$ cat config.mk
export PLATFORM = sky130hd
export DESIGN_NAME = scdTop
export DESIGN_NICKNAME = d
export VERILOG_FILES = /design/src/verilog/scdPkg.sv /design/src/verilog/pcFlags.sv /design/src/verilog/scadAlu.sv /design/src/verilog/scadOperandSelect.sv /design/src/verilog/scdRegisters.sv /design/src/verilog/scdTop.sv
export VERILOG_INCLUDE_DIRS = /design/src /design/src/verilog
export SDC_FILE = /design/constraint.sdc
export NUM_CORES = 1
export LEC_CHECK = 0
export BUFFER_PORTS_ARGS = -buffer_cell sky130_fd_sc_hd__buf_2
export CAP_MARGIN = 20
export CORE_ASPECT_RATIO = 1.1
export CORE_MARGIN = 10
export CORE_UTILIZATION = 60
export CTS_BUF_LIST = sky130_fd_sc_hd__clkbuf_2 sky130_fd_sc_hd__clkbuf_4 sky130_fd_sc_hd__clkbuf_8
export DETAILED_ROUTE_END_ITERATION = 8
export PLACE_DENSITY = 0.92
export SLEW_MARGIN = 20
export SYNTH_ARGS = -nofsm -noshare
export SYNTH_HDL_FRONTEND = slang
export SYNTH_SLANG_ARGS = --single-unit
$ cat constraint.sdc
create_clock -name clk -period 10.65 [get_ports clk]
set_clock_uncertainty 0.2 [all_clocks]
set_input_delay 2.13 -clock clk [delete_from_list [all_inputs] [get_ports clk]]
set_output_delay 2.13 -clock clk [all_outputs]
set_load 0.05 [all_outputs]
$ cat src/verilog/scd_cfg.svh
`ifndef SCD_CFG_SVH
`define SCD_CFG_SVH

// Datapath widths
`define SCD_SCAD_WIDTH 10
`define SCD_WORD_WIDTH 36
`define SCD_MAGIC_WIDTH 9
`define SCD_FLAG_COUNT 7

// Machine bit n sits at vector index width-1-n
`define SCD_AR_IDX(n) (`SCD_WORD_WIDTH - 1 - (n))
`define SCD_SCAD_IDX(n) (`SCD_SCAD_WIDTH - 1 - (n))
`define SCD_MAGIC_IDX(n) (`SCD_MAGIC_WIDTH - 1 - (n))

// Positions inside the flag vector
`define SCD_FLAG_OV 6
`define SCD_FLAG_CRY0 5
`define SCD_FLAG_CRY1 4
`define SCD_FLAG_FOV 3
`define SCD_FLAG_FPD 2
`define SCD_FLAG_FXU 1
`define SCD_FLAG_DIVCHK 0

// AR bit each flag loads from
`define SCD_AR_FLAG_OV 0
`define SCD_AR_FLAG_CRY0 1
`define SCD_AR_FLAG_CRY1 2
`define SCD_AR_FLAG_FOV 3
`define SCD_AR_FLAG_FPD 4
`define SCD_AR_FLAG_FXU 11
`define SCD_AR_FLAG_DIVCHK 12

// AR fields used by the SCAD operand and SC muxes
`define SCD_AR_EXP_FIRST 1
`define SCD_AR_EXP_LAST 8
`define SCD_AR_SIZE_FIRST 6
`define SCD_AR_SIZE_LAST 11
`define SCD_AR_SC_SIGN 18
`define SCD_AR_SC_FIRST 28
`define SCD_AR_SC_LAST 35

`endif
$ cat src/verilog/scdPkg.sv
`default_nettype none

`include "scd_cfg.svh"

package scdPkg;

  typedef logic [`SCD_SCAD_WIDTH-1:0] scadT;
  typedef logic [`SCD_WORD_WIDTH-1:0] wordT;
  typedef logic [`SCD_MAGIC_WIDTH-1:0] magicT;
  typedef logic [`SCD_FLAG_COUNT-1:0] pcFlagsT;

  // Adder function in the encoding of the microword SCAD field
  typedef enum logic [2:0] {
    A             = 3'd0,
    AMinusBMinus1 = 3'd1,
    APlusB        = 3'd2,
    AMinus1       = 3'd3,
    APlus1        = 3'd4,
    AMinusB       = 3'd5,
    AOrB          = 3'd6,
    AAndB         = 3'd7
  } scadFuncE;

  // Codes 5 to 7 select zero as well
  typedef enum logic [2:0] {
    SelFe    = 3'd0,
    SelArPos = 3'd1,
    SelArExp = 3'd2,
    SelMagic = 3'd3,
    SelZero  = 3'd4
  } scadaSelE;

  typedef enum logic [1:0] {
    SelSc     = 2'd0,
    SelArSize = 2'd1,
    SelArHigh = 2'd2,
    SelMagicB = 2'd3
  } scadbSelE;

  typedef enum logic [1:0] {
    ScHold     = 2'd0,
    ScFromFe   = 2'd1,
    ScFromScad = 2'd2,
    ScFromAr   = 2'd3
  } scSelE;

endpackage

`default_nettype wire

$ cat src/verilog/pcFlags.sv
`timescale 1ns/10ps
`default_nettype none

`include "scd_cfg.svh"

module pcFlags (
  input  wire               clk,
  input  wire               arstN,
  input  wire               loadFlags,
  input  wire               setAdFlags,
  input  wire               adOverflow,
  input  wire               adCry0,
  input  wire               adCry1,
  input  wire               expTest,
  input  wire               pcfMagic,
  input  wire               clrFpd,
  input  wire scdPkg::wordT  ar,
  input  wire scdPkg::magicT magic,
  input  wire scdPkg::scadT  scad,
  output scdPkg::pcFlagsT    flags
);

  import scdPkg::*;

  pcFlagsT arFlags;
  pcFlagsT setFlags;
  pcFlagsT flagsNext;
  logic expOverflow;
  logic expUnderflow;
  logic magicFov;

  // Exponent test looks at the two high SCAD bits
  assign expOverflow = expTest & scad[`SCD_SCAD_IDX(1)];
  assign expUnderflow = expTest & scad[`SCD_SCAD_IDX(0)];
  assign magicFov = pcfMagic & magic[`SCD_MAGIC_IDX(0)];

  always_comb begin
    arFlags[`SCD_FLAG_OV] = ar[`SCD_AR_IDX(`SCD_AR_FLAG_OV)];
    arFlags[`SCD_FLAG_CRY0] = ar[`SCD_AR_IDX(`SCD_AR_FLAG_CRY0)];
    arFlags[`SCD_FLAG_CRY1] = ar[`SCD_AR_IDX(`SCD_AR_FLAG_CRY1)];
    arFlags[`SCD_FLAG_FOV] = ar[`SCD_AR_IDX(`SCD_AR_FLAG_FOV)];
    arFlags[`SCD_FLAG_FPD] = ar[`SCD_AR_IDX(`SCD_AR_FLAG_FPD)];
    arFlags[`SCD_FLAG_FXU] = ar[`SCD_AR_IDX(`SCD_AR_FLAG_FXU)];
    arFlags[`SCD_FLAG_DIVCHK] = ar[`SCD_AR_IDX(`SCD_AR_FLAG_DIVCHK)];
  end

  always_comb begin
    setFlags[`SCD_FLAG_OV] = (setAdFlags & adOverflow) | expOverflow | magicFov;
    setFlags[`SCD_FLAG_CRY0] = setAdFlags & adCry0;
    setFlags[`SCD_FLAG_CRY1] = setAdFlags & adCry1;
    setFlags[`SCD_FLAG_FOV] = expOverflow | magicFov;
    setFlags[`SCD_FLAG_FPD] = pcfMagic & magic[`SCD_MAGIC_IDX(2)];
    setFlags[`SCD_FLAG_FXU] = expUnderflow | (pcfMagic & magic[`SCD_MAGIC_IDX(5)]);
    setFlags[`SCD_FLAG_DIVCHK] = pcfMagic & magic[`SCD_MAGIC_IDX(6)];
  end

  always_comb begin
    if (loadFlags) begin
      flagsNext = arFlags;
    end else begin
      flagsNext = flags | setFlags;
      // A set of FPD in the same cycle wins over the clear
      flagsNext[`SCD_FLAG_FPD] = (flags[`SCD_FLAG_FPD] & ~clrFpd)
                               | setFlags[`SCD_FLAG_FPD];
    end
  end

  always_ff @(posedge clk or negedge arstN) begin
    if (!arstN) begin
      flags <= '0;
    end else begin
      flags <= flagsNext;
    end
  end

endmodule

`default_nettype wire

$ cat src/verilog/scadAlu.sv
`timescale 1ns/10ps
`default_nettype none

`include "scd_cfg.svh"

module scadAlu (
  input  wire scdPkg::scadFuncE scadFunc,
  input  wire scdPkg::scadT     scada,
  input  wire scdPkg::scadT     scadb,
  output scdPkg::scadT          scad,
  output logic                  scadSign,
  output logic                  scadZero
);

  import scdPkg::*;

  // One guard bit above SCAD bit 0 so the sign survives an overflow
  logic [`SCD_SCAD_WIDTH:0] aExt;
  logic [`SCD_SCAD_WIDTH:0] bExt;
  logic [`SCD_SCAD_WIDTH:0] result;

  assign aExt = {scada[`SCD_SCAD_IDX(0)], scada};
  assign bExt = {scadb[`SCD_SCAD_IDX(0)], scadb};

  always_comb begin
    case (scadFunc)
      A: begin
        result = aExt;
      end
      AMinusBMinus1: begin
        // Same as A plus the ones complement of B with no carry in
        result = aExt + ~bExt;
      end
      APlusB: begin
        result = aExt + bExt;
      end
      AMinus1: begin
        result = aExt - 1'b1;
      end
      APlus1: begin
        result = aExt + 1'b1;
      end
      AMinusB: begin
        result = aExt - bExt;
      end
      AOrB: begin
        result = aExt | bExt;
      end
      AAndB: begin
        result = aExt & bExt;
      end
      default: begin
        result = aExt;
      end
    endcase
  end

  // The low ten bits wrap modulo 1024
  assign scad = result[`SCD_SCAD_WIDTH-1:0];
  assign scadSign = result[`SCD_SCAD_WIDTH];
  assign scadZero = (scad == '0);

endmodule

`default_nettype wire

$ cat src/verilog/scadOperandSelect.sv
`timescale 1ns/10ps
`default_nettype none

`include "scd_cfg.svh"

module scadOperandSelect (
  input  wire scdPkg::scadaSelE scadaSel,
  input  wire scdPkg::scadbSelE scadbSel,
  input  wire scdPkg::wordT     ar,
  input  wire scdPkg::magicT    magic,
  input  wire scdPkg::scadT     fe,
  input  wire scdPkg::scadT     sc,
  output scdPkg::scadT          scada,
  output scdPkg::scadT          scadb
);

  import scdPkg::*;

  localparam int expWidth = `SCD_AR_EXP_LAST - `SCD_AR_EXP_FIRST + 1;
  localparam int sizeWidth = `SCD_AR_SIZE_LAST - `SCD_AR_SIZE_FIRST + 1;
  localparam int posWidth = 6;

  logic [expWidth-1:0] arExp;
  logic [sizeWidth-1:0] arSize;
  logic [posWidth-1:0] arPos;
  logic [`SCD_MAGIC_WIDTH-1:0] arHigh;
  logic magicSign;

  // A negative word holds its exponent in ones complement, so flip it back
  assign arExp = ar[`SCD_AR_IDX(`SCD_AR_EXP_FIRST):`SCD_AR_IDX(`SCD_AR_EXP_LAST)]
               ^ {expWidth{ar[`SCD_AR_IDX(0)]}};

  assign arSize = ar[`SCD_AR_IDX(`SCD_AR_SIZE_FIRST):`SCD_AR_IDX(`SCD_AR_SIZE_LAST)];

  // Byte position field in AR bits 0 to 5
  assign arPos = ar[`SCD_AR_IDX(0):`SCD_AR_IDX(posWidth-1)];

  assign arHigh = ar[`SCD_AR_IDX(0):`SCD_AR_IDX(`SCD_MAGIC_WIDTH-1)];

  assign magicSign = magic[`SCD_MAGIC_IDX(0)];

  always_comb begin
    case (scadaSel)
      SelFe: begin
        scada = fe;
      end
      SelArPos: begin
        scada = {{(`SCD_SCAD_WIDTH-posWidth){1'b0}}, arPos};
      end
      SelArExp: begin
        scada = {{(`SCD_SCAD_WIDTH-expWidth){1'b0}}, arExp};
      end
      SelMagic: begin
        // Magic bit 0 is repeated into SCAD bit 0 as a sign
        scada = {magicSign, magic};
      end
      default: begin
        scada = '0;
      end
    endcase
  end

  always_comb begin
    case (scadbSel)
      SelSc: begin
        scadb = sc;
      end
      SelArSize: begin
        scadb = {{(`SCD_SCAD_WIDTH-sizeWidth){1'b0}}, arSize};
      end
      SelArHigh: begin
        scadb = {1'b0, arHigh};
      end
      default: begin
        scadb = {1'b0, magic};
      end
    endcase
  end

endmodule

`default_nettype wire

$ cat src/verilog/scdRegisters.sv
`timescale 1ns/10ps
`default_nettype none

`include "scd_cfg.svh"

module scdRegisters (
  input  wire                clk,
  input  wire                arstN,
  input  wire                feLoad,
  input  wire                feShift,
  input  wire scdPkg::scSelE scSel,
  input  wire scdPkg::scadT  scad,
  input  wire scdPkg::wordT  ar,
  output scdPkg::scadT       fe,
  output scdPkg::scadT       sc
);

  import scdPkg::*;

  localparam int scLowWidth = `SCD_AR_SC_LAST - `SCD_AR_SC_FIRST + 1;

  scadT feNext;
  scadT scNext;
  scadT scFromArValue;
  logic arScSign;

  // AR bit 18 fills both high SC bits and the rest comes from AR bits 28 to 35
  assign arScSign = ar[`SCD_AR_IDX(`SCD_AR_SC_SIGN)];
  assign scFromArValue = {
    {(`SCD_SCAD_WIDTH-scLowWidth){arScSign}},
    ar[`SCD_AR_IDX(`SCD_AR_SC_FIRST):`SCD_AR_IDX(`SCD_AR_SC_LAST)]
  };

  always_comb begin
    if (feLoad) begin
      feNext = scad;
    end else if (feShift) begin
      // Arithmetic right shift that keeps the sign in bit 0
      feNext = {fe[`SCD_SCAD_IDX(0)], fe[`SCD_SCAD_WIDTH-1:1]};
    end else begin
      feNext = fe;
    end
  end

  always_comb begin
    case (scSel)
      ScFromFe: begin
        scNext = fe;
      end
      ScFromScad: begin
        scNext = scad;
      end
      ScFromAr: begin
        scNext = scFromArValue;
      end
      default: begin
        scNext = sc;
      end
    endcase
  end

  always_ff @(posedge clk or negedge arstN) begin
    if (!arstN) begin
      fe <= '0;
      sc <= '0;
    end else begin
      fe <= feNext;
      sc <= scNext;
    end
  end

endmodule

`default_nettype wire

$ cat src/verilog/scdTop.sv
`timescale 1ns/10ps
`default_nettype none

`include "scd_cfg.svh"

module scdTop (
  input  wire                   clk,
  input  wire                   arstN,
  input  wire scdPkg::scadFuncE scadFunc,
  input  wire scdPkg::scadaSelE scadaSel,
  input  wire scdPkg::scadbSelE scadbSel,
  input  wire scdPkg::scSelE    scSel,
  input  wire scdPkg::wordT     ar,
  input  wire scdPkg::magicT    magic,
  input  wire                   feLoad,
  input  wire                   feShift,
  input  wire                   setAdFlags,
  input  wire                   adOverflow,
  input  wire                   adCry0,
  input  wire                   adCry1,
  input  wire                   expTest,
  input  wire                   pcfMagic,
  input  wire                   loadFlags,
  input  wire                   clrFpd,
  output scdPkg::scadT          scad,
  output logic                  scadSign,
  output logic                  scadZero,
  output scdPkg::scadT          fe,
  output scdPkg::scadT          sc,
  output scdPkg::pcFlagsT       flags
);

  import scdPkg::*;

  scadT scada;
  scadT scadb;

  scadOperandSelect i_scadOperandSelect (
    .scadaSel (scadaSel),
    .scadbSel (scadbSel),
    .ar       (ar),
    .magic    (magic),
    .fe       (fe),
    .sc       (sc),
    .scada    (scada),
    .scadb    (scadb)
  );

  scadAlu i_scadAlu (
    .scadFunc (scadFunc),
    .scada    (scada),
    .scadb    (scadb),
    .scad     (scad),
    .scadSign (scadSign),
    .scadZero (scadZero)
  );

  scdRegisters i_scdRegisters (
    .clk     (clk),
    .arstN   (arstN),
    .feLoad  (feLoad),
    .feShift (feShift),
    .scSel   (scSel),
    .scad    (scad),
    .ar      (ar),
    .fe      (fe),
    .sc      (sc)
  );

  pcFlags i_pcFlags (
    .clk        (clk),
    .arstN      (arstN),
    .loadFlags  (loadFlags),
    .setAdFlags (setAdFlags),
    .adOverflow (adOverflow),
    .adCry0     (adCry0),
    .adCry1     (adCry1),
    .expTest    (expTest),
    .pcfMagic   (pcfMagic),
    .clrFpd     (clrFpd),
    .ar         (ar),
    .magic      (magic),
    .scad       (scad),
    .flags      (flags)
  );

endmodule

`default_nettype wire

# Word-level counts from Yosys, hierarchy flattened
# Index checks and enable logic that the tools add are counted.
# classes
addsub,5
eq_ne,15
n_mux,7
n_bitwise,21
reduce_logical,6
# op_table
op,count
case mux 11 bit (8 select lines),1
case mux 10 bit (3 select lines),2
case mux 10 bit (4 select lines),1
"== test 3 x 2 -> 1 bit, second input constant",4
"== test 3 bit, second input constant",4
adder 10 x 10 -> 11 bit,1
"adder 10 x 2 -> 11 bit, second input constant",1
adder 11 bit,1
bitwise AND 11 bit,1
inverter 11 bit,1
bitwise OR 11 bit,1
subtractor 10 x 10 -> 11 bit,1
"subtractor 10 x 2 -> 11 bit, second input constant",1
bitwise AND 1 bit,10
logical NOT 10 bit,1
two-way mux 10 bit,1
two-way mux 9 bit,1
bitwise XOR 8 bit,1
two-way mux 7 bit,1
bitwise OR 7 bit,1
"== test 2 bit, second input constant",3
"== test 3 x 1 -> 1 bit, second input constant",2
logical NOT 3 bit,2
bitwise OR 1 bit,5
5 further kinds,6
# word_totals
register_bits,27
output_inout_bits,39
wordCells,58

# Logic depth before layout (Yosys ltp)
# Gate-level depths: netlist of run 1.
# logic_depth
ltp_word,10
ltp_mapped,17
depth_no_buf,16

# Cells and area by module
# From an unflattened synthesis of run 1, not the netlist that was laid out.
# unflattened
hier_cells,470
hier_area_um2,3953.8
# by_module_without_submodules
module,instances,cells_each,area_each_um2
scadAlu,1,307,2095.8
scdRegisters,1,63,939.7
scadOperandSelect,1,70,603.1
pcFlags,1,30,315.3

# Worst setup path after synthesis of run 1
# Ideal clock, no wire load.
# synth_path
path_kind,input port to output port
startpoint,in scadbSel[0]
endpoint,out scadZero
arrival_time_ps,7009
setup_slack_ps,1311
stages,16
path_buffers,1
cell_sequence,buf_2 > mux4_2 > inv_1 > ha_1 > nand2_1 > a2bb2oi_1 > o31ai_1 > fa_1 > a21o_1 > a211oi_1 > o221ai_1 > nand2_1 > a32oi_1 > or4_1 > or4_1 > nor4_2
# synth_between
elab_chain_cells,6
# synth_lines
item,line,rtl
"start, declared",scdTop.sv:11,"input wire scdPkg::scadbSelE scadbSel,"
"== test 2 bit, or another cell as far along",scadOperandSelect.sv:64,case (scadbSel)
case mux 10 bit (3 select lines) (*),scadOperandSelect.sv:64,
inverter 11 bit,scadAlu.sv:32,result = aExt + ~bExt;
adder 11 bit,scadAlu.sv:32,
case mux 11 bit (8 select lines) (*),scadAlu.sv:26,case (scadFunc)
via scad[4],scdTop.sv:25,"output scdPkg::scadT scad,"
logical NOT 10 bit (*),scadAlu.sv:61,assign scadZero = (scad == '0);
"end, declared",scdTop.sv:27,"output logic scadZero,"
# The timed path passes the listed nets; every way through them passes the cells marked *.

# Worst setup path after layout of run 1
# layout_path
startpoint,in scadbSel[0]
endpoint,out scadZero
# layout_between
elab_chain_cells,6
# layout_lines
item,line
"== test 2 bit, or another cell as far along",scadOperandSelect.sv:64
case mux 10 bit (3 select lines) (*),scadOperandSelect.sv:64
inverter 11 bit,scadAlu.sv:32
adder 11 bit,scadAlu.sv:32
case mux 11 bit (8 select lines) (*),scadAlu.sv:26
logical NOT 10 bit (*),scadAlu.sv:61
# Every way passes the cells marked *; elsewhere a longest branch is shown, timed or not.

==> results of run 1 <==
## state kept, by name (all words and copies together) (netlist names)
name / cells
i_scdRegisters.sc: 10
i_pcFlags.flags: 7
i_scdRegisters.fe: 10
## cell usage after synthesis, drive strengths merged, types with 3 or more instances
cell	count
a21boi	3
ha	35
nor3	12
a22o	12
nor2b	5
mux2i	12
o21bai	5
a22oi	6
nand2b	10
buf	12
a211oi	8
a2bb2oi	3
o211ai	4
o21a	8
xnor2	14
a21o	5
mux2	4
nor2	39
mux4	20
o211a	3
o221ai	3
or4	3
clkbuf	16
a21oi	19
and2	4
o21ai	42
or3	5
o31ai	5
xor2	11
nand2	39
a31oi	8
and3	4
a221oi	3
nand3	10
dfrtp	27
inv	29
## cell families after synthesis
group           after synthesis  synth area share
simple gates                138             0.169
xor+xnor                     25            0.0556
mux                          36             0.156
flops                        27             0.171
fa+ha+maj                    37             0.121
buf+inv                      59            0.0600
compound gates              154             0.267
## metrics by stage
step	util	worst slack, ps	instance area, sq um
finish	0.706	1560	4430
global route	0.706	1200	4430
CTS	0.706	1620	4430
detailed placement	0.698	1630	4380
global placement	0.698	1730	4380
floorplan	-	1310	3940
## worst min path at each step
stage / start / endpoint / cells past startpoint
4_1_cts: i_pcFlags.flags[3] / i_pcFlags.flags[3] / 1
3_5_place_dp: i_pcFlags.flags[3] / i_pcFlags.flags[3] / 1
3_3_place_gp: i_pcFlags.flags[3] / i_pcFlags.flags[3] / 1
6_report: i_pcFlags.flags[3] / i_pcFlags.flags[3] / 1
2_1_floorplan: i_pcFlags.flags[0] / i_pcFlags.flags[0] / 2
5_1_grt: i_pcFlags.flags[3] / i_pcFlags.flags[3] / 1
## metal layers
| metal | global-route usage | up-vias | share of wire |
|---|---|---|---|
| met5 | 0 | - | 0 |
| met4 | 0.123 | 0 | 0.042 |
| met3 | 0.0606 | 57 | 0.097 |
| met2 | 0.407 | 299 | 0.49 |
| met1 | 0.264 | 2008 | 0.37 |
| li1 | - | 1916 | - |
## power by group through the flow
stage	sequential, mW	combinational [mW]	clock, mW
after floorplan	0.220	0.271	0
after CTS	0.148	0.456	0.0619
after global placement	0.147	0.439	0
final	0.150	0.463	0.0616
after detailed placement	0.150	0.453	0
after global routing	0.152	0.492	0.0675
## worst max-delay path: cells and delay by family
family,cells,cell delay (ps)
AND/OR/NAND/NOR,5,1420
buffers and inverters,3,740
multiplexers,1,640
adder cells (fa/ha/maj),2,640
AO/OA/AOI/OAI,6,1210
## layout make-up
cell class | count | area, sq um | area share
inverter | 31 | 116 | 0.0263
timing repair buffer | 91 | 455 | 0.103
sequential | 27 | 676 | 0.153
multi-input combinational | 390 | 3030 | 0.684
clock buffer | 4 | 48.8 | 0.0110
tap | 80 | 100 | 0.0226
==> reports/metrics.csv, run 1 <==
metric,value,unit
status,"finished, final reports clean",
synth_area_leader_cell,dfrtp_1,
synth.cell_area,3940,sq um
cp.arrival,6760,ps
grt_usage,0.237,
cp-endpoint,scadZero,
port_buffers,91,
rows,30,
drt-total-wl,12900,um
worst_pin_slew,611,ps
hp-class,flip-flop to flip-flop,
die_h,105,um
num_vias,4280,
clkTransAtPathRegs,90,ps
cts_inserted_buffers,3,
startpoint,scadbSel[0],
final.period_utilization,0.854,
die_area,10200,sq um
cts_setup_buffers,0,
num-nets-final,648,
areaGrowthSynthToFinish,12.3,%
place_hpwl,10400,um
ys_seq_elements,27,
drive_gt1_frac,0.230,
synth_edf_count,0,
first_global_vias,4281,
worstSkewPairLatency,270,ps
synth.top_cell.area_share,0.171,
ys_warn_count,0,
setup_viol,0,
synth_async_sr_flop_share,1.00,
ios,106,
critPathKind,primary input to primary output,
clkPwrFrac,0.091,
start_util,0.629,
ys.flop_type,dfrtp_1,
share_comb_of_total_power,0.686,
drtIter0Drc,408,
internal_power,307,uW
final-hold-violation-count,0,
period_needed,9090,ps
clock_path_buffers,2,
grt_first_pass_wirelength,21000,um
drc,0,
cts_tree,yes,
powerDensity,152,nW/um^2
grt_max_degree,30,
p_leak,2.07,nW
slowest_delay,640,ps
overflow,0,
rsz0062_at_grt,false,
clock_sinks,27,
power_switching,367,uW
fin_cells,623,
seq_area_frac_synth,0.171,
n_antenna_cell,0,
synthDistinctLibCells,64,
synth_nets,580,
relSlewSlack,0.593,
final_cell_mix,"buf_2 (91), o21ai_0 (40), nand2_1 (39), nor2_1 (39), ha_1 (35)",
whs,350,ps
required,8320,ps
cts_htree_levels,1,
coreArea,6270,sq um
startpoint_type,primary input,
gp_routability_congestion,0.910,
cp-end-kind,primary output,
grt_antenna_before_repair,0,
power.total,674,uW
synth_area_leaders,"dfrtp_1 (17%), mux4_2 (11%), ha_1 (11%), o21ai_0 (5.1%), nand2_1 (3.7%)",
via_per_inst,6.87,
placed_cells,619,
cp_slowest_cell,mux4_2,
drtPass1Iterations,5,
synthCells,476,
cts_root_buf,clkbuf_8,
drv_cap,0,
post_drt_wl_per_cell,20.7,um
cts_resized,0,
path_cells,"buf_2, mux4_2, inv_1, ha_1, nand2_1, a2bb2oi_1, o31ai_1, fa_1, a21o_1, a211oi_1, o221ai_1, nand2_1, a32oi_1, or4_1, or4_1, nor4_2, buf_2",
ir_drop,131,uV
cp_max_fo,11,
p_seq_frac,0.223,
final_common_cell,buf_2,
cts-hold-fix-buffers,0,
postRouteAntennaNets,0,
r2r_end,i_scdRegisters.sc[8],
clock.fmax,110,MHz
r2r_setup_slack,5950,ps
swShare,0.545,
r2r-start,i_scdRegisters.sc[1],
drv_slew,0,
worst-r2r-cell-count,15,
tns,0,ps
synth_area_per_cell,8.28,sq um
final.fill_count,441,
dieWidth,97.3,um
Note: power is estimated with default switching activity, not from simulation.
==> run 2: changes to the inputs <==
--- a/config.mk
+++ b/config.mk
@@ -8,7 +8,7 @@
 export LEC_CHECK = 0
 export BUFFER_PORTS_ARGS = -buffer_cell sky130_fd_sc_hd__buf_2
 export CAP_MARGIN = 20
-export CORE_ASPECT_RATIO = 1.1
+export CORE_ASPECT_RATIO = 1.5
 export CORE_MARGIN = 10
 export CORE_UTILIZATION = 60
 export CTS_BUF_LIST = sky130_fd_sc_hd__clkbuf_2 sky130_fd_sc_hd__clkbuf_4 sky130_fd_sc_hd__clkbuf_8
==> run 2 against run 1 <==
Cell count is 0.64% lower. First-iteration DRC count is 20% higher. Critical endpoint unchanged. Die area is 0.62% higher. Clock-buffer cell count shrank 1. Critical path depth did not move. Total power fell by 0.43%.
==> reports/metrics.csv, run 2 (synthesis results as in run 1) <==
metric,value,unit,change
cts_setup_buffers,0,,unchanged
cts_inserted_buffers,3,,unchanged
drt-total-wl,13100,um,"was 12,900 um"
postRouteAntennaNets,0,,unchanged
post_drt_wl_per_cell,21.1,um,was 20.7 um
drv_slew,0,,unchanged
required,8320,ps,about the same
hp-class,flip-flop to flip-flop,,unchanged
via_per_inst,6.82,,was 6.87
die_area,10300,sq um,"was 10,200 sq um"
cp.arrival,6930,ps,was 6760 ps
die_h,119,um,was 105 um
dp_slack,1500,ps,was 1630 ps
regArea,676,sq um,unchanged
final_cell_mix,"buf_2 (91), o21ai_0 (40), nand2_1 (39), nor2_1 (39), ha_1 (35)",,unchanged
worstSkewPairLatency,290,ps,was 270 ps
startpoint_type,primary input,,unchanged
ios,106,,unchanged
cts_root_buf,clkbuf_8,,unchanged
cts-hold-fix-buffers,0,,unchanged
drc,0,,unchanged
worst-r2r-cell-count,15,,unchanged
n_antenna_cell,0,,unchanged
r2r_setup_slack,5890,ps,was 5950 ps
clock_path_buffers,2,,unchanged
ir_drop,137,uV,was 131 uV
drtIter0Drc,488,,was 408
cp-end-kind,primary output,,unchanged
p_leak,2.07,nW,about the same
power.total,671,uW,was 674 uW
clock.fmax,108,MHz,was 110 MHz
drtPass1Iterations,5,,unchanged
gp_routability_congestion,0.934,,was 0.910
critPathKind,primary input to primary output,,unchanged
worst_slack,1390,ps,was 1560 ps
place_hpwl,10700,um,"was 10,400 um"
r2r-start,i_scdRegisters.sc[1],,unchanged
worst_pin_slew,640,ps,was 611 ps
first_global_vias,4329,,"was 4,281"
cts_resized,0,,unchanged
hp-start,i_pcFlags.flags[5],,was i_pcFlags.flags[3]
hold_path_end,i_pcFlags.flags[5],,was i_pcFlags.flags[3]
grt_max_degree,30,,unchanged
rows,36,,was 30
final_common_cell,buf_2,,unchanged
clkTransAtPathRegs,100,ps,was 90 ps
coreArea,6440,sq um,was 6270 sq um
min_path_cells,2,,was 1
overflow,0,,unchanged
rsz0062_at_grt,false,,unchanged
r2r_end,i_scdRegisters.sc[8],,unchanged
dieWidth,86.2,um,was 97.3 um
drv_cap,0,,unchanged
grt_usage,0.249,,was 0.237
start_util,0.612,,was 0.629
drive_gt1_frac,0.230,,unchanged
final.fill_count,500,,was 441
multiInputGateArea,3030,sq um,unchanged
num_vias,4221,,"was 4,280"
reg_top3,"i_scdRegisters.fe (10), i_scdRegisters.sc (10), i_pcFlags.flags (7)",,unchanged
num-nets-final,648,,unchanged
setup_viol,0,,unchanged
cts_tree,yes,,unchanged
grt_first_pass_wirelength,21300,um,"was 21,000 um"
status,"finished, final reports clean",,unchanged
powerDensity,152,nW/um^2,about the same
tns,0,ps,unchanged
areaGrowthSynthToFinish,12.1,%,was 12.3%
relSlewSlack,0.573,,was 0.593
port_buffers,91,,unchanged
clock_sinks,27,,unchanged
final-hold-violation-count,0,,unchanged
cts_htree_levels,1,,unchanged
period_needed,9260,ps,was 9090 ps
grt_antenna_before_repair,0,,unchanged
final.period_utilization,0.870,,was 0.854
cp_max_fo,11,,unchanged
-- run 2: per-layer routing --
layer,vias to the layer above,GRT usage,wire (um)
met3,75,0.0423,962
met4,0,0.184,957
met5,-,0,0
li1,1911,-,-
met1,1980,0.260,4560
met2,255,0.431,6580
-- run 2: power by group --
part           leakage, nW  total [mW]  internal [mW]  switching, mW
registers            0.322       0.149          0.124         0.0252
clock network       0.0255      0.0606         0.0264         0.0342
logic                 1.72       0.462          0.153          0.308
-- run 2: layout make-up --
| cell class | instances | share of cell area |
|---|---|---|
| clock inverter | 1 | 0.00113 |
| multi-input combinational | 390 | 0.686 |
| tap | 76 | 0.0215 |
| sequential | 27 | 0.153 |
| clock buffer | 3 | 0.00935 |
| timing repair buffer | 91 | 0.103 |
| inverter | 31 | 0.0263 |
-- run 2: how the worst max path moves through the flow --
| stage | slack [ps] | start | endpoint | depth (start not counted) |
|---|---|---|---|---|
| CTS | 1500 | scadbSel[0] | scadZero | 17 |
| finish | 1390 | scadbSel[0] | scadZero | 17 |
| global placement | 1620 | scadbSel[0] | scadZero | 17 |
| floorplan | 1310 | scadbSel[0] | scadZero | 16 |
| detailed placement | 1500 | scadbSel[0] | scadZero | 17 |
| global route | 1210 | scadbSel[0] | scadZero | 18 |
-- run 2: critical path: stages --
cell and delay (ps):
buf_2 280, mux4_2 650, inv_1 160, ha_1 190
nand2_1 60, a2bb2oi_1 180, o31ai_1 130, fa_1 490
a21o_1 200, a211oi_1 280, o221ai_1 210, nand2_1 110
a32oi_1 240, or4_1 680, or4_1 480, nor4_2 150
buf_2 300
-- run 2: metrics by stage --
step                      instance area, sq um  std cells  utilization  hold WS [ps]
after floorplan                           3940        476            -           621
after global placement                    4370        615        0.679           305
after detailed placement                  4370        615        0.679           338
after CTS                                 4420        619        0.686           361
after global routing                      4420        619        0.686           397
final                                     4420        619        0.686           368
==> run 3: changes to the inputs <==
--- a/config.mk
+++ b/config.mk
@@ -10,10 +10,10 @@
 export CAP_MARGIN = 20
 export CORE_ASPECT_RATIO = 1.5
 export CORE_MARGIN = 10
-export CORE_UTILIZATION = 60
+export CORE_UTILIZATION = 50
 export CTS_BUF_LIST = sky130_fd_sc_hd__clkbuf_2 sky130_fd_sc_hd__clkbuf_4 sky130_fd_sc_hd__clkbuf_8
 export DETAILED_ROUTE_END_ITERATION = 8
-export PLACE_DENSITY = 0.92
+export PLACE_DENSITY = 0.79
 export SLEW_MARGIN = 20
 export SYNTH_ARGS = -nofsm -noshare
 export SYNTH_HDL_FRONTEND = slang
==> run 3 against run 2 <==
Wire length shrank 2.7%. Flip-flop and latch count stayed put. Sequential power barely moved. Cell count up 4.2%. First-iteration DRC count decreased by 46%. Die area is 16% higher. Critical endpoint unchanged. Critical path depth unchanged. Largest cell class unchanged.
==> reports/metrics.csv, run 3 (synthesis results as in run 1) <==
metric,value,unit,change
status,"finished, final reports clean",,unchanged
p_leak,2.07,nW,unchanged
grt_antenna_before_repair,0,,unchanged
grt_usage,0.206,,was 0.249
worst_slack,1480,ps,was 1390 ps
cp_max_fo,11,,unchanged
cts_root_buf,clkbuf_8,,unchanged
drt-total-wl,12700,um,"was 13,100 um"
die_area,11900,sq um,"was 10,300 sq um"
cp-end-kind,primary output,,unchanged
grt_max_degree,30,,unchanged
worst-r2r-cell-count,15,,unchanged
post_drt_wl_per_cell,19.7,um,was 21.1 um
final.period_utilization,0.861,,was 0.870
postRouteAntennaNets,0,,unchanged
drtPass1Iterations,5,,unchanged
drc,0,,unchanged
reg_top3,"i_scdRegisters.fe (10), i_scdRegisters.sc (10), i_pcFlags.flags (7)",,unchanged
power.total,666,uW,was 671 uW
gp_routability_congestion,0.898,,was 0.934
clock.fmax,109,MHz,was 108 MHz
cts_setup_buffers,0,,unchanged
cts_htree_levels,1,,unchanged
areaGrowthSynthToFinish,12.9,%,was 12.1%
cp_num_buf_inv,3,,unchanged
whs,353,ps,was 368 ps
dieWidth,92.5,um,was 86.2 um
setup_viol,0,,unchanged
cp_slowest_cell,or4_1,,unchanged
path_cells,"buf_2, mux4_2, inv_1, ha_1, nand2_1, a2bb2oi_1, o31ai_1, fa_1, a21o_1, a211oi_1, o221ai_1, nand2_1, a32oi_1, or4_1, or4_1, nor4_2, buf_2",,unchanged
r2r-start,i_scdRegisters.sc[1],,unchanged
cts-hold-fix-buffers,0,,unchanged
clkTransAtPathRegs,100,ps,about the same
min_path_cells,1,,was 2
drv_cap,0,,unchanged
clock_sinks,27,,unchanged
ir_drop,143,uV,was 137 uV
cts_resized,0,,unchanged
num-nets-final,648,,unchanged
hold_path_end,i_pcFlags.flags[3],,was i_pcFlags.flags[5]
clock_path_buffers,2,,unchanged
startpoint,scadbSel[0],,unchanged
final.fill_count,683,,was 500
final_cell_mix,"buf_2 (91), o21ai_0 (40), nand2_1 (39), nor2_1 (39), ha_1 (35)",,unchanged
relSlewSlack,0.579,,was 0.573
final_common_cell,buf_2,,unchanged
via_per_inst,6.36,,was 6.82
overflow,0,,unchanged
period_needed,9170,ps,was 9260 ps
rsz0062_at_grt,false,,unchanged
tns,0,ps,unchanged
cts_inserted_buffers,3,,unchanged
cp.arrival,6840,ps,was 6930 ps
powerDensity,150,nW/um^2,was 152 nW/um^2
rows,39,,was 36
dp_slack,1570,ps,was 1500 ps
required,8320,ps,about the same
r2r_end,i_scdRegisters.sc[8],,unchanged
r2r_setup_slack,5930,ps,was 5890 ps
drtIter0Drc,262,,was 488
startpoint_type,primary input,,unchanged
place_hpwl,10400,um,"was 10,700 um"
path_delay_family,simple AND/OR/NAND/NOR gates,,unchanged
worst_pin_slew,631,ps,was 640 ps
final-hold-violation-count,0,,unchanged
port_buffers,91,,unchanged
num_vias,4103,,"was 4,221"
die_h,129,um,was 119 um
ios,106,,unchanged
coreArea,7660,sq um,was 6440 sq um
grt_first_pass_wirelength,20300,um,"was 21,300 um"
n_antenna_cell,0,,unchanged
hp-class,flip-flop to flip-flop,,unchanged
final_util,0.581,,was 0.686
hp-start,i_pcFlags.flags[3],,was i_pcFlags.flags[5]
first_global_vias,4230,,"was 4,329"
start_util,0.514,,was 0.612
cts_tree,yes,,unchanged
drive_gt1_frac,0.230,,unchanged
worstSkewPairLatency,290,ps,about the same
critPathKind,primary input to primary output,,unchanged
slowest_delay,650,ps,was 680 ps
drv_slew,0,,unchanged
-- run 3: cell counts in the layout (fill, tap and decap cells not counted) --
No cell type changed its count.
-- run 3: stage by stage --
stage	cell area [sq um]	std cells
final	4450	645
after global routing	4450	645
after CTS	4450	645
after detailed placement	4400	641
after global placement	4400	641
after floorplan	3940	476
-- run 3: routing by layer --
metal,global-route usage,share of wire,vias to the layer above
met4,0.133,0.055,0
met2,0.375,0.51,185
li1,-,-,1914
met5,0,0,-
met1,0.218,0.38,1956
met3,0.0250,0.053,48
-- run 3: layout make-up --
class                           instances  area, sq um  share of cell area
Inverter                               31          116              0.0261
Timing Repair Buffer                   91          455               0.102
Clock buffer                            3         41.3             0.00928
Tap cell                              102          128              0.0287
Sequential cell                        27          676               0.152
Clock inverter                          1         5.00             0.00112
Multi-Input combinational cell        390         3030               0.681
-- run 3: power by group --
part           internal (mW)  leakage (nW)  switching, mW
clock network         0.0264        0.0255         0.0346
registers              0.124         0.322         0.0239
logic                  0.154          1.72          0.304
-- run 3: worst reg2reg max path, cell delays in order, from the launching register on --
cell and delay [ps]:
dfrtp_1 400, mux4_2 550, inv_1 140, ha_1 160, nand2_1 50, a2bb2oi_1 170, o31ai_1 150, fa_1 500
a211oi_1 470, o21ai_0 210, a21oi_1 320, xnor2_1 170, o221ai_1 130, a22oi_1 360, nand2_1 170, mux4_2 470
-- run 3: worst max path at each step --
stage                to  slack [ps]  cells after the start
2_1_floorplan  scadZero        1310                     16
3_3_place_gp   scadZero        1630                     17
3_5_place_dp   scadZero        1570                     17
4_1_cts        scadZero        1560                     17
5_1_grt        scadZero        1220                     18
6_report       scadZero        1480                     17
